==> config.mk <==
export PLATFORM = sky130hd
export DESIGN_NAME = id_stage
export DESIGN_NICKNAME = d
export VERILOG_FILES = /design/src/id_stage_pkg.sv /design/src/id_branch_unit.sv /design/src/id_decoder.sv /design/src/id_gpr_file.sv /design/src/id_operand_bypass.sv /design/src/id_stage.sv
export VERILOG_INCLUDE_DIRS = /design/src
export SDC_FILE = /design/constraint.sdc
export NUM_CORES = 2
export LEC_CHECK = 0
export BUFFER_PORTS_ARGS = -buffer_cell sky130_fd_sc_hd__buf_2
export CORE_MARGIN = 2
export CORE_UTILIZATION = 45
export DETAILED_ROUTE_END_ITERATION = 6
export PLACE_DENSITY = 0.66
export SYNTH_ARGS = -nofsm -noshare
export SYNTH_HDL_FRONTEND = slang
export SYNTH_SLANG_ARGS = --single-unit
export TNS_END_PERCENT = 1
==> constraint.sdc <==
create_clock -name i_clk -period 10.1 [get_ports i_clk]
set_input_delay 2.02 -clock i_clk [delete_from_list [all_inputs] [get_ports i_clk]]
set_output_delay 2.02 -clock i_clk [all_outputs]
set_load 0.05 [all_outputs]
==> src/id_stage_defines.svh <==
// width macros for the instruction decode stage of the rv64i pipeline
`ifndef ID_STAGE_DEFINES_SVH
`define ID_STAGE_DEFINES_SVH

// datapath
`define ID_XLEN        64  // gpr and pc width
`define ID_INST_WD     32

// register file
`define ID_GPR_ADDR_WD 5
`define ID_GPR_COUNT   32

// instruction fields
`define ID_OPCODE_WD   7
`define ID_FUNCT3_WD   3

// control encodings
`define ID_ALU_OP_WD   4
`define ID_SRC2_WD     2   // rs2, imm or four

`endif

==> src/id_stage_pkg.sv <==
// types shared by the decode stage: instruction views, stage buses and op encodings
`include "id_stage_defines.svh"

package id_stage_pkg;

  typedef logic [`ID_XLEN-1:0]        xword_t;
  typedef logic [`ID_GPR_ADDR_WD-1:0] gpr_addr_t;

  // one instruction word, read as r/i/s/b fields or as u/j fields
  typedef union packed {
    struct packed {
      logic [6:0]               funct7;  // imm high bits for i/s/b
      gpr_addr_t                rs2;
      gpr_addr_t                rs1;
      logic [`ID_FUNCT3_WD-1:0] funct3;
      gpr_addr_t                rd;      // imm low bits for s/b
      logic [`ID_OPCODE_WD-1:0] opcode;
    } r;
    struct packed {
      logic [`ID_INST_WD-`ID_GPR_ADDR_WD-`ID_OPCODE_WD-1:0] upper;
      gpr_addr_t                                            rd;
      logic [`ID_OPCODE_WD-1:0]                             opcode;
    } u;
  } inst_u;

  typedef enum logic [`ID_OPCODE_WD-1:0] {
    OP_LUI    = 7'b0110111,
    OP_AUIPC  = 7'b0010111,
    OP_JAL    = 7'b1101111,
    OP_JALR   = 7'b1100111,
    OP_BRANCH = 7'b1100011,
    OP_LOAD   = 7'b0000011,
    OP_STORE  = 7'b0100011,
    OP_IMM    = 7'b0010011,
    OP_IMM_32 = 7'b0011011,
    OP_REG    = 7'b0110011,
    OP_REG_32 = 7'b0111011
  } opcode_e;

  typedef enum logic [`ID_ALU_OP_WD-1:0] {
    ALU_ADD, ALU_SUB, ALU_SLL, ALU_SLT, ALU_SLTU, ALU_XOR,
    ALU_SRL, ALU_SRA, ALU_OR, ALU_AND, ALU_LUI
  } alu_op_e;

  typedef enum logic {SRC1_RS1, SRC1_PC} src1_e;
  typedef enum logic [`ID_SRC2_WD-1:0] {SRC2_RS2, SRC2_IMM, SRC2_FOUR} src2_e;

  // same encoding as funct3 of the branch opcode
  typedef enum logic [`ID_FUNCT3_WD-1:0] {
    BR_EQ  = 3'b000,
    BR_NE  = 3'b001,
    BR_LT  = 3'b100,
    BR_GE  = 3'b101,
    BR_LTU = 3'b110,
    BR_GEU = 3'b111
  } br_func_e;

  typedef struct packed {
    inst_u  inst;
    xword_t pc;
  } fs_to_ds_t;

  typedef struct packed {
    logic      wen;
    gpr_addr_t waddr;
    xword_t    wdata;
  } wb_t;

  typedef struct packed {
    gpr_addr_t rd;        // zero when the stage has no result
    xword_t    result;
    logic      load_sel;  // result not ready yet, execute stage only
  } bypass_t;

  typedef struct packed {
    logic     bren;
    logic     jal;
    logic     jalr;
    br_func_e br_func;
  } br_ctrl_t;

  typedef struct packed {
    alu_op_e                  alu_op;
    src1_e                    src1_sel;
    src2_e                    src2_sel;
    logic                     word_cut;
    logic                     gpr_wen;
    logic                     mem_ren;
    logic                     mem_wen;
    logic [`ID_FUNCT3_WD-1:0] mem_op;
    logic                     invalid;
  } ds_ctrl_t;

  typedef struct packed {
    ds_ctrl_t  ctrl;
    xword_t    rs1data;
    xword_t    rs2data;
    xword_t    imm;
    xword_t    pc;
    gpr_addr_t rd;
  } ds_to_es_t;

  typedef struct packed {
    logic   taken;
    xword_t target;
  } br_bus_t;

endpackage

==> src/id_branch_unit.sv <==
// branch and jump resolution with condition, target and redirect to fetch
`include "id_stage_defines.svh"

module id_branch_unit import id_stage_pkg::*; (
  input  logic     i_valid,
  input  br_ctrl_t i_br_ctrl,
  input  xword_t   i_rs1data,
  input  xword_t   i_rs2data,
  input  xword_t   i_pc,
  input  xword_t   i_imm,
  input  xword_t   i_fetch_pc,
  output br_bus_t  o_br
);

  logic   cond;
  logic   br_sel;
  xword_t jalr_sum;
  xword_t target;

  always_comb begin
    case (i_br_ctrl.br_func)
      BR_EQ:   cond = (i_rs1data == i_rs2data);
      BR_NE:   cond = (i_rs1data != i_rs2data);
      BR_LT:   cond = ($signed(i_rs1data) < $signed(i_rs2data));
      BR_GE:   cond = ($signed(i_rs1data) >= $signed(i_rs2data));
      BR_LTU:  cond = (i_rs1data < i_rs2data);
      BR_GEU:  cond = (i_rs1data >= i_rs2data);
      default: cond = 1'b0;
    endcase
  end

  assign jalr_sum = i_rs1data + i_imm;
  assign target   = i_br_ctrl.jalr ? {jalr_sum[`ID_XLEN-1:1], 1'b0} : i_pc + i_imm;

  assign br_sel = i_br_ctrl.jal || i_br_ctrl.jalr || (i_br_ctrl.bren && cond);

  // no flush when fetch is already on the target
  assign o_br.taken  = i_valid && br_sel && (target != i_fetch_pc);
  assign o_br.target = target;

endmodule

==> src/id_decoder.sv <==
// rv64i decoder: register indices, sign-extended immediate and control fields
`include "id_stage_defines.svh"

module id_decoder import id_stage_pkg::*; (
  input  inst_u     i_inst,
  output gpr_addr_t o_rs1,
  output gpr_addr_t o_rs2,
  output gpr_addr_t o_rd,
  output xword_t    o_imm,
  output ds_ctrl_t  o_ctrl,
  output br_ctrl_t  o_br_ctrl
);

  logic [`ID_FUNCT3_WD-1:0] funct3;
  logic [6:0]               funct7;
  logic                     f7_zero;
  logic                     f7_alt;
  logic                     legal;
  xword_t                   imm_i;
  xword_t                   imm_s;
  xword_t                   imm_b;
  xword_t                   imm_u;
  xword_t                   imm_j;

  // alt selects sub for funct3 000 and sra for 101
  function automatic alu_op_e alu_op_of(input logic [`ID_FUNCT3_WD-1:0] f3, input logic alt);
    case (f3)
      3'b000:  alu_op_of = alt ? ALU_SUB : ALU_ADD;
      3'b001:  alu_op_of = ALU_SLL;
      3'b010:  alu_op_of = ALU_SLT;
      3'b011:  alu_op_of = ALU_SLTU;
      3'b100:  alu_op_of = ALU_XOR;
      3'b101:  alu_op_of = alt ? ALU_SRA : ALU_SRL;
      3'b110:  alu_op_of = ALU_OR;
      default: alu_op_of = ALU_AND;
    endcase
  endfunction

  assign funct3  = i_inst.r.funct3;
  assign funct7  = i_inst.r.funct7;
  assign f7_zero = (funct7 == 7'b0000000);
  assign f7_alt  = (funct7 == 7'b0100000);

  assign o_rs1 = i_inst.r.rs1;
  assign o_rs2 = i_inst.r.rs2;
  assign o_rd  = i_inst.u.rd;

  assign imm_i = {{(`ID_XLEN-12){funct7[6]}}, funct7, i_inst.r.rs2};
  assign imm_s = {{(`ID_XLEN-12){funct7[6]}}, funct7, i_inst.r.rd};
  assign imm_b = {{(`ID_XLEN-12){funct7[6]}}, i_inst.r.rd[0], funct7[5:0],
                  i_inst.r.rd[4:1], 1'b0};
  assign imm_u = {{(`ID_XLEN-32){i_inst.u.upper[19]}}, i_inst.u.upper, 12'b0};
  assign imm_j = {{(`ID_XLEN-20){i_inst.u.upper[19]}}, i_inst.u.upper[7:0],
                  i_inst.u.upper[8], i_inst.u.upper[18:9], 1'b0};

  always_comb begin
    o_imm             = '0;
    o_ctrl            = '0;
    o_ctrl.alu_op     = ALU_ADD;
    o_ctrl.src1_sel   = SRC1_RS1;
    o_ctrl.src2_sel   = SRC2_RS2;
    o_ctrl.mem_op     = funct3;
    o_br_ctrl         = '0;
    o_br_ctrl.br_func = br_func_e'(funct3);
    legal             = 1'b1;
    case (i_inst.r.opcode)
      OP_LUI: begin
        o_imm           = imm_u;
        o_ctrl.alu_op   = ALU_LUI;
        o_ctrl.src2_sel = SRC2_IMM;
        o_ctrl.gpr_wen  = 1'b1;
      end
      OP_AUIPC: begin
        o_imm           = imm_u;
        o_ctrl.src1_sel = SRC1_PC;
        o_ctrl.src2_sel = SRC2_IMM;
        o_ctrl.gpr_wen  = 1'b1;
      end
      OP_JAL, OP_JALR: begin  // link = pc + 4 through the alu
        o_imm           = (i_inst.r.opcode == OP_JAL) ? imm_j : imm_i;
        o_ctrl.src1_sel = SRC1_PC;
        o_ctrl.src2_sel = SRC2_FOUR;
        o_ctrl.gpr_wen  = 1'b1;
        o_br_ctrl.jal   = (i_inst.r.opcode == OP_JAL);
        o_br_ctrl.jalr  = (i_inst.r.opcode == OP_JALR);
        legal           = (i_inst.r.opcode == OP_JAL) || (funct3 == 3'b000);
      end
      OP_BRANCH: begin
        o_imm          = imm_b;
        o_br_ctrl.bren = 1'b1;
        legal          = (funct3[2:1] != 2'b01);
      end
      OP_LOAD: begin
        o_imm           = imm_i;
        o_ctrl.src2_sel = SRC2_IMM;
        o_ctrl.mem_ren  = 1'b1;
        o_ctrl.gpr_wen  = 1'b1;
        legal           = (funct3 != 3'b111);  // no ldu
      end
      OP_STORE: begin
        o_imm           = imm_s;
        o_ctrl.src2_sel = SRC2_IMM;
        o_ctrl.mem_wen  = 1'b1;
        legal           = !funct3[2];
      end
      OP_IMM, OP_IMM_32: begin
        o_imm           = imm_i;
        o_ctrl.src2_sel = SRC2_IMM;
        o_ctrl.gpr_wen  = 1'b1;
        o_ctrl.alu_op   = alu_op_of(funct3, funct7[5] && (funct3 == 3'b101));
        o_ctrl.word_cut = (i_inst.r.opcode == OP_IMM_32);
        if (i_inst.r.opcode == OP_IMM) begin
          // 6-bit shamt, funct7[0] belongs to it
          if (funct3 == 3'b001) begin
            legal = (funct7[6:1] == 6'b000000);
          end else if (funct3 == 3'b101) begin
            legal = (funct7[6:1] == 6'b000000) || (funct7[6:1] == 6'b010000);
          end
        end else begin
          legal = (funct3 == 3'b000) || (funct3 == 3'b001 && f7_zero) ||
                  (funct3 == 3'b101 && (f7_zero || f7_alt));
        end
      end
      OP_REG, OP_REG_32: begin
        o_ctrl.gpr_wen  = 1'b1;
        o_ctrl.alu_op   = alu_op_of(funct3, funct7[5]);
        o_ctrl.word_cut = (i_inst.r.opcode == OP_REG_32);
        legal = f7_zero || (f7_alt && (funct3 == 3'b000 || funct3 == 3'b101));
        if (i_inst.r.opcode == OP_REG_32) begin
          legal = legal && (funct3 == 3'b000 || funct3 == 3'b001 || funct3 == 3'b101);
        end
      end
      default: legal = 1'b0;  // system, fence, csr and the rest
    endcase
    if (!legal) begin
      o_ctrl.invalid  = 1'b1;
      o_ctrl.gpr_wen  = 1'b0;
      o_ctrl.mem_ren  = 1'b0;
      o_ctrl.mem_wen  = 1'b0;
      o_br_ctrl.bren  = 1'b0;
      o_br_ctrl.jal   = 1'b0;
      o_br_ctrl.jalr  = 1'b0;
    end
  end

endmodule

==> src/id_gpr_file.sv <==
// general register file, 32 x 64 bits, two combinational reads and one write
`include "id_stage_defines.svh"

module id_gpr_file import id_stage_pkg::*; (
  input  logic      i_clk,
  input  gpr_addr_t i_raddr1,
  input  gpr_addr_t i_raddr2,
  input  wb_t       i_wb,
  output xword_t    o_rdata1,
  output xword_t    o_rdata2
);

  xword_t regs [`ID_GPR_COUNT];

  // x0 is never written
  always_ff @(posedge i_clk) begin
    if (i_wb.wen && (i_wb.waddr != '0)) begin
      regs[i_wb.waddr] <= i_wb.wdata;
    end
  end

  // same-cycle write shows up next cycle, ws bypass covers the gap
  assign o_rdata1 = (i_raddr1 == '0) ? '0 : regs[i_raddr1];
  assign o_rdata2 = (i_raddr2 == '0) ? '0 : regs[i_raddr2];

endmodule

==> src/id_operand_bypass.sv <==
// operand forwarding from execute, memory and write-back, plus load-use detect
module id_operand_bypass import id_stage_pkg::*; (
  input  gpr_addr_t i_rs1,
  input  gpr_addr_t i_rs2,
  input  xword_t    i_rf_rdata1,
  input  xword_t    i_rf_rdata2,
  input  bypass_t   i_es,
  input  bypass_t   i_ms,
  input  bypass_t   i_ws,
  output xword_t    o_rs1data,
  output xword_t    o_rs2data,
  output logic      o_load_stall
);

  logic es_hit_rs1;
  logic es_hit_rs2;

  // youngest producer wins
  function automatic xword_t forward(input gpr_addr_t idx, input xword_t rf_data);
    if (i_es.rd != '0 && i_es.rd == idx) begin
      forward = i_es.result;
    end else if (i_ms.rd != '0 && i_ms.rd == idx) begin
      forward = i_ms.result;
    end else if (i_ws.rd != '0 && i_ws.rd == idx) begin
      forward = i_ws.result;
    end else begin
      forward = rf_data;
    end
  endfunction

  assign o_rs1data = forward(i_rs1, i_rf_rdata1);
  assign o_rs2data = forward(i_rs2, i_rf_rdata2);

  assign es_hit_rs1 = (i_es.rd != '0) && (i_es.rd == i_rs1);
  assign es_hit_rs2 = (i_es.rd != '0) && (i_es.rd == i_rs2);

  // load data only arrives from the memory stage, wait one cycle
  assign o_load_stall = i_es.load_sel && (es_hit_rs1 || es_hit_rs2);

endmodule

==> src/id_stage.sv <==
// decode stage top: stage register, handshake, gpr read, forwarding and branch redirect
module id_stage import id_stage_pkg::*; (
  input  logic      i_clk,
  input  logic      i_rst_n,
  // fetch to decode
  input  logic      i_fs_to_ds_valid,
  input  fs_to_ds_t i_fs_to_ds,
  output logic      o_ds_allowin,
  // decode to execute
  input  logic      i_es_allowin,
  output logic      o_ds_to_es_valid,
  output ds_to_es_t o_ds_to_es,
  // write back into the gpr file
  input  wb_t       i_wb,
  // forwarding
  input  bypass_t   i_es_bypass,
  input  bypass_t   i_ms_bypass,
  input  bypass_t   i_ws_bypass,
  // redirect to fetch
  output br_bus_t   o_br
);

  logic      ds_valid;
  logic      ds_ready_go;
  logic      load_stall;
  fs_to_ds_t ds_r;
  gpr_addr_t rs1;
  gpr_addr_t rs2;
  gpr_addr_t rd;
  xword_t    imm;
  xword_t    rf_rdata1;
  xword_t    rf_rdata2;
  xword_t    rs1data;
  xword_t    rs2data;
  ds_ctrl_t  ctrl;
  br_ctrl_t  br_ctrl;

  assign ds_ready_go      = !load_stall;
  assign o_ds_allowin     = !ds_valid || (ds_ready_go && i_es_allowin);
  assign o_ds_to_es_valid = ds_valid && ds_ready_go;

  // wrong-path item dropped while the redirect is out
  always_ff @(posedge i_clk) begin
    if (!i_rst_n) begin
      ds_valid <= 1'b0;
    end else if (o_ds_allowin) begin
      ds_valid <= i_fs_to_ds_valid && !o_br.taken;
    end
  end

  always_ff @(posedge i_clk) begin
    if (i_fs_to_ds_valid && o_ds_allowin) begin
      ds_r <= i_fs_to_ds;
    end
  end

  id_decoder u_decoder (
    .i_inst    (ds_r.inst),
    .o_rs1     (rs1),
    .o_rs2     (rs2),
    .o_rd      (rd),
    .o_imm     (imm),
    .o_ctrl    (ctrl),
    .o_br_ctrl (br_ctrl)
  );

  id_gpr_file u_gpr_file (
    .i_clk    (i_clk),
    .i_raddr1 (rs1),
    .i_raddr2 (rs2),
    .i_wb     (i_wb),
    .o_rdata1 (rf_rdata1),
    .o_rdata2 (rf_rdata2)
  );

  id_operand_bypass u_operand_bypass (
    .i_rs1        (rs1),
    .i_rs2        (rs2),
    .i_rf_rdata1  (rf_rdata1),
    .i_rf_rdata2  (rf_rdata2),
    .i_es         (i_es_bypass),
    .i_ms         (i_ms_bypass),
    .i_ws         (i_ws_bypass),
    .o_rs1data    (rs1data),
    .o_rs2data    (rs2data),
    .o_load_stall (load_stall)
  );

  id_branch_unit u_branch_unit (
    .i_valid    (ds_valid && ds_ready_go),  // operands must be final
    .i_br_ctrl  (br_ctrl),
    .i_rs1data  (rs1data),
    .i_rs2data  (rs2data),
    .i_pc       (ds_r.pc),
    .i_imm      (imm),
    .i_fetch_pc (i_fs_to_ds.pc),
    .o_br       (o_br)
  );

  assign o_ds_to_es.ctrl    = ctrl;
  assign o_ds_to_es.rs1data = rs1data;
  assign o_ds_to_es.rs2data = rs2data;
  assign o_ds_to_es.imm     = imm;
  assign o_ds_to_es.pc      = ds_r.pc;
  assign o_ds_to_es.rd      = rd;

endmodule

==> results.toml <==
[status]
outcome = "finished with violations"
violations = "setup timing"

[place]
placed_area_sq_um = 128400
place_congestion = 1.048
port_buffers = 720
dp_hpwl_mm = 311.2

[clock_tree]
cts_hold_buf = 0
path_clk_slew_ps = 60
cts_root_buf = "clkbuf_16"
clockBufferDepth = 3
clk_latency_ps = 890
clkSinkCount = 2155
htreeDepth = 4
cts_buffers = 216
cts_tree = "built"

[sta]
timing.fmax_ghz = 0.09623
finalCriticalPeriod_ps = 10390
worst_pin_slew_ps = 1322
drv_slew = 0
setup_viol = 1
setup_tns_ps = -292.2
hold_viol_final = 0
grt_setup_unrepaired = "true"
fin_crit_sh_pct = 102.9
worst_slack_ps = -292.2
maxSlewHeadroom_pct = 11.68
finClkSkew_ps = 47.45

[logic_synthesis]
ys_ff_latch = 2155
synth_edf_count = 2144
synth_top_cell_by_area = "edfxtp_1"
syn_inst = 6753
ys_warn_count = 0
syn_area_per_cell_sq_um = 16.97
synth_top_area_share_pct = 56.18
synth-seq-area-share_pct = 56.37
synth_cell_type_count = 112
async_flop_share_pct = 0
netlist_area_sq_um = 114600
synth.area.top_cells = "edfxtp_1 56%, mux4_2 25%, ha_1 1.7%, mux2_2 1.5%, o21ai_0 1.2%"
synth-main-ff-cell = "edfxtp_1"

[floorplanning]
start_util_pct = 45.17
die_w_um = 508.7
pin_count = 723
die_area_sq_um = 258700
rows = 185
core_area_sq_um = 253700
die_h_um = 508.7

[drt]
drt_iter0_markers = 11180
dr.pass1.iters = 6
wl_per_cell_um = 39.39
ant_nets = 0
postRouteWirelength_mm = 459.7
viasPerCell = 6.714
route.vias.total = 78370
drc = 0

[worst_setup_path]
worstSetupStartpoint = "i_ws_bypass[65]"
path_buf_inv = 6
path_class = "primary input to output pin"
crit_path_start_kind = "primary input"
crit_top_cell = "nand4_1"
crit_slowest_cell = "or4_4"
slowest_delay_ps = 550
cp-end-kind = "output pin"
arrival_ps = 8370
crit_family = "simple AND/OR/NAND/NOR gates"
critPathMaxFanout = 6
worst_ep_required_time_ps = 8080

[grt]
grt_util_met3_pct = 9.267
overflow = 0
antenna_found_initial = 126
grt_max_degree = 88
met2_usage_pct = 54.66
grt_usage_pct = 34.92
gr-max-usage-layer = "met2"
grt_pass1_vias = 76960
met1_usage_pct = 44.27
grt_pass1_wl_mm = 619.5

[final_layout]
final_area_sq_um = 136900
n_fill_cell = 20260
areaGrowthSynthToFinish_pct = 19.48
fin_nets = 8593
fin_util_pct = 53.98
final_common_cell = "edfxtp_1"
drive_gt1_share_pct = 43.56
layout_common_cells = "2144 x edfxtp_1, 1274 x mux4_2, 768 x buf_4, 711 x buf_2, 285 x nand2_1"

[worst_hold_path]
holdCritPathClass = "flip-flop to flip-flop"
hp-start = "ds_valid"

[power_and_ir_drop]
p_per_area_nw_per_um2 = 181.7
p_leak_nw = 47.21
peakVddDrop_mv = 0.1912

[run]
max_cap_violations = 0
[Yosys cell counts (11+ instances only)]
master     number
nor2b_1        23
nor2_1        246
buf_1          97
edfxtp_1     2144
o21ai_1        12
and3_1         24
a31oi_1        25
a21o_1         82
buf_2          23
a22oi_1        66
a2111oi_0      13
nand4_1        55
ha_1          159
or4_1          18
inv_1         112
a211oi_1       18
buf_4         105
mux2_2        153
nor3_1         64
a21oi_1       249
nand2b_1       25
mux4_2       1274
or3_1          25
o31ai_1        15
o21bai_1       16
or2_2          12
o211ai_1       28
xor2_1         95
clkbuf_1      363
nand3_1        74
xnor2_1       122
dfxtp_1        11
nor4_1         30
o21ai_0       275
mux2i_1        97
a221o_1        63
and2_1         23
o21a_1         27
nand2_1       286
[layout make-up]
cell class                 count  area (sq um)  area share, %
antenna                       67         167.7         0.1224
clock buffer                 252          5562          4.062
clock inverter               153          1798          1.313
inverter                     114         431.7         0.3152
multi-input combinational   3959         48230          35.22
sequential                  2155         64640          47.21
tap                         3366          4212          3.076
timing repair buffer        1606         11890          8.682
[what timing repair did]
action,CTS,global route
resized for setup,42,80
cloned,3,5
endpoints found under the setup margin,3,1
pin swaps,21,39
buffers inserted,14,16
[final timing paths]
path	end	slack (ps)	cells past startpoint
max	o_br[64]	-290	28
min	ds_valid	700	3
max reg2reg	ds_valid	2690	29
min reg2reg	ds_valid	700	3
[state kept, by name (all words and copies together) (netlist names), named ones only]
register and cells:
o_ds_to_es 64, ds_r 32, ds_valid 1, u_gpr_file.regs 2048
[metrics by stage]
step / cells / hold slack (ps) / power (W) / setup slack, ps
after global routing: 11620 / 744.6 / 0.02551 / -436.7
after global placement: 11160 / 684.3 / 0.01644 / -1098
final: 11670 / 699.8 / 0.02487 / -292.2
after detailed placement: 11160 / 696.9 / 0.01648 / -1054
after floorplan: 6816 / 623.8 / 0.01379 / 5.913
after CTS: 11580 / 706.6 / 0.02480 / -225.2
[cell families after synthesis]
group,count (synthesis),share of synthesized area [%]
AO/OA/AOI/OAI,1021,5.886
XOR/XNOR,222,1.759
adder cells (fa/ha/maj),163,1.788
buffers and inverters,704,2.691
flip-flops,2155,56.37
multiplexers,1526,27.41
other,1,0.003272
AND/OR/NAND/NOR,961,4.097
[layer usage]
layer / vias to the layer above / wire, um
met5: - / 263
met4: 44 / 30340
met3: 1044 / 52340
met2: 5384 / 215400
met1: 40890 / 161400
li1: 31000 / -
[worst min-delay path, cell delays in order, from the launching register on]
cell and delay, ps:
dfxtp_1 310, nand2_1 150, nand2b_1 80, o311a_1 120
[power breakdown]
part	leakage, nW	switching (W)	internal, W	total, W
registers	19.5	0.000164	0.0100	0.0102
logic	24.1	0.00378	0.00257	0.00635
clock network	3.55	0.00365	0.00472	0.00837
No activity file was read; power rests on OpenSTA's default activity.
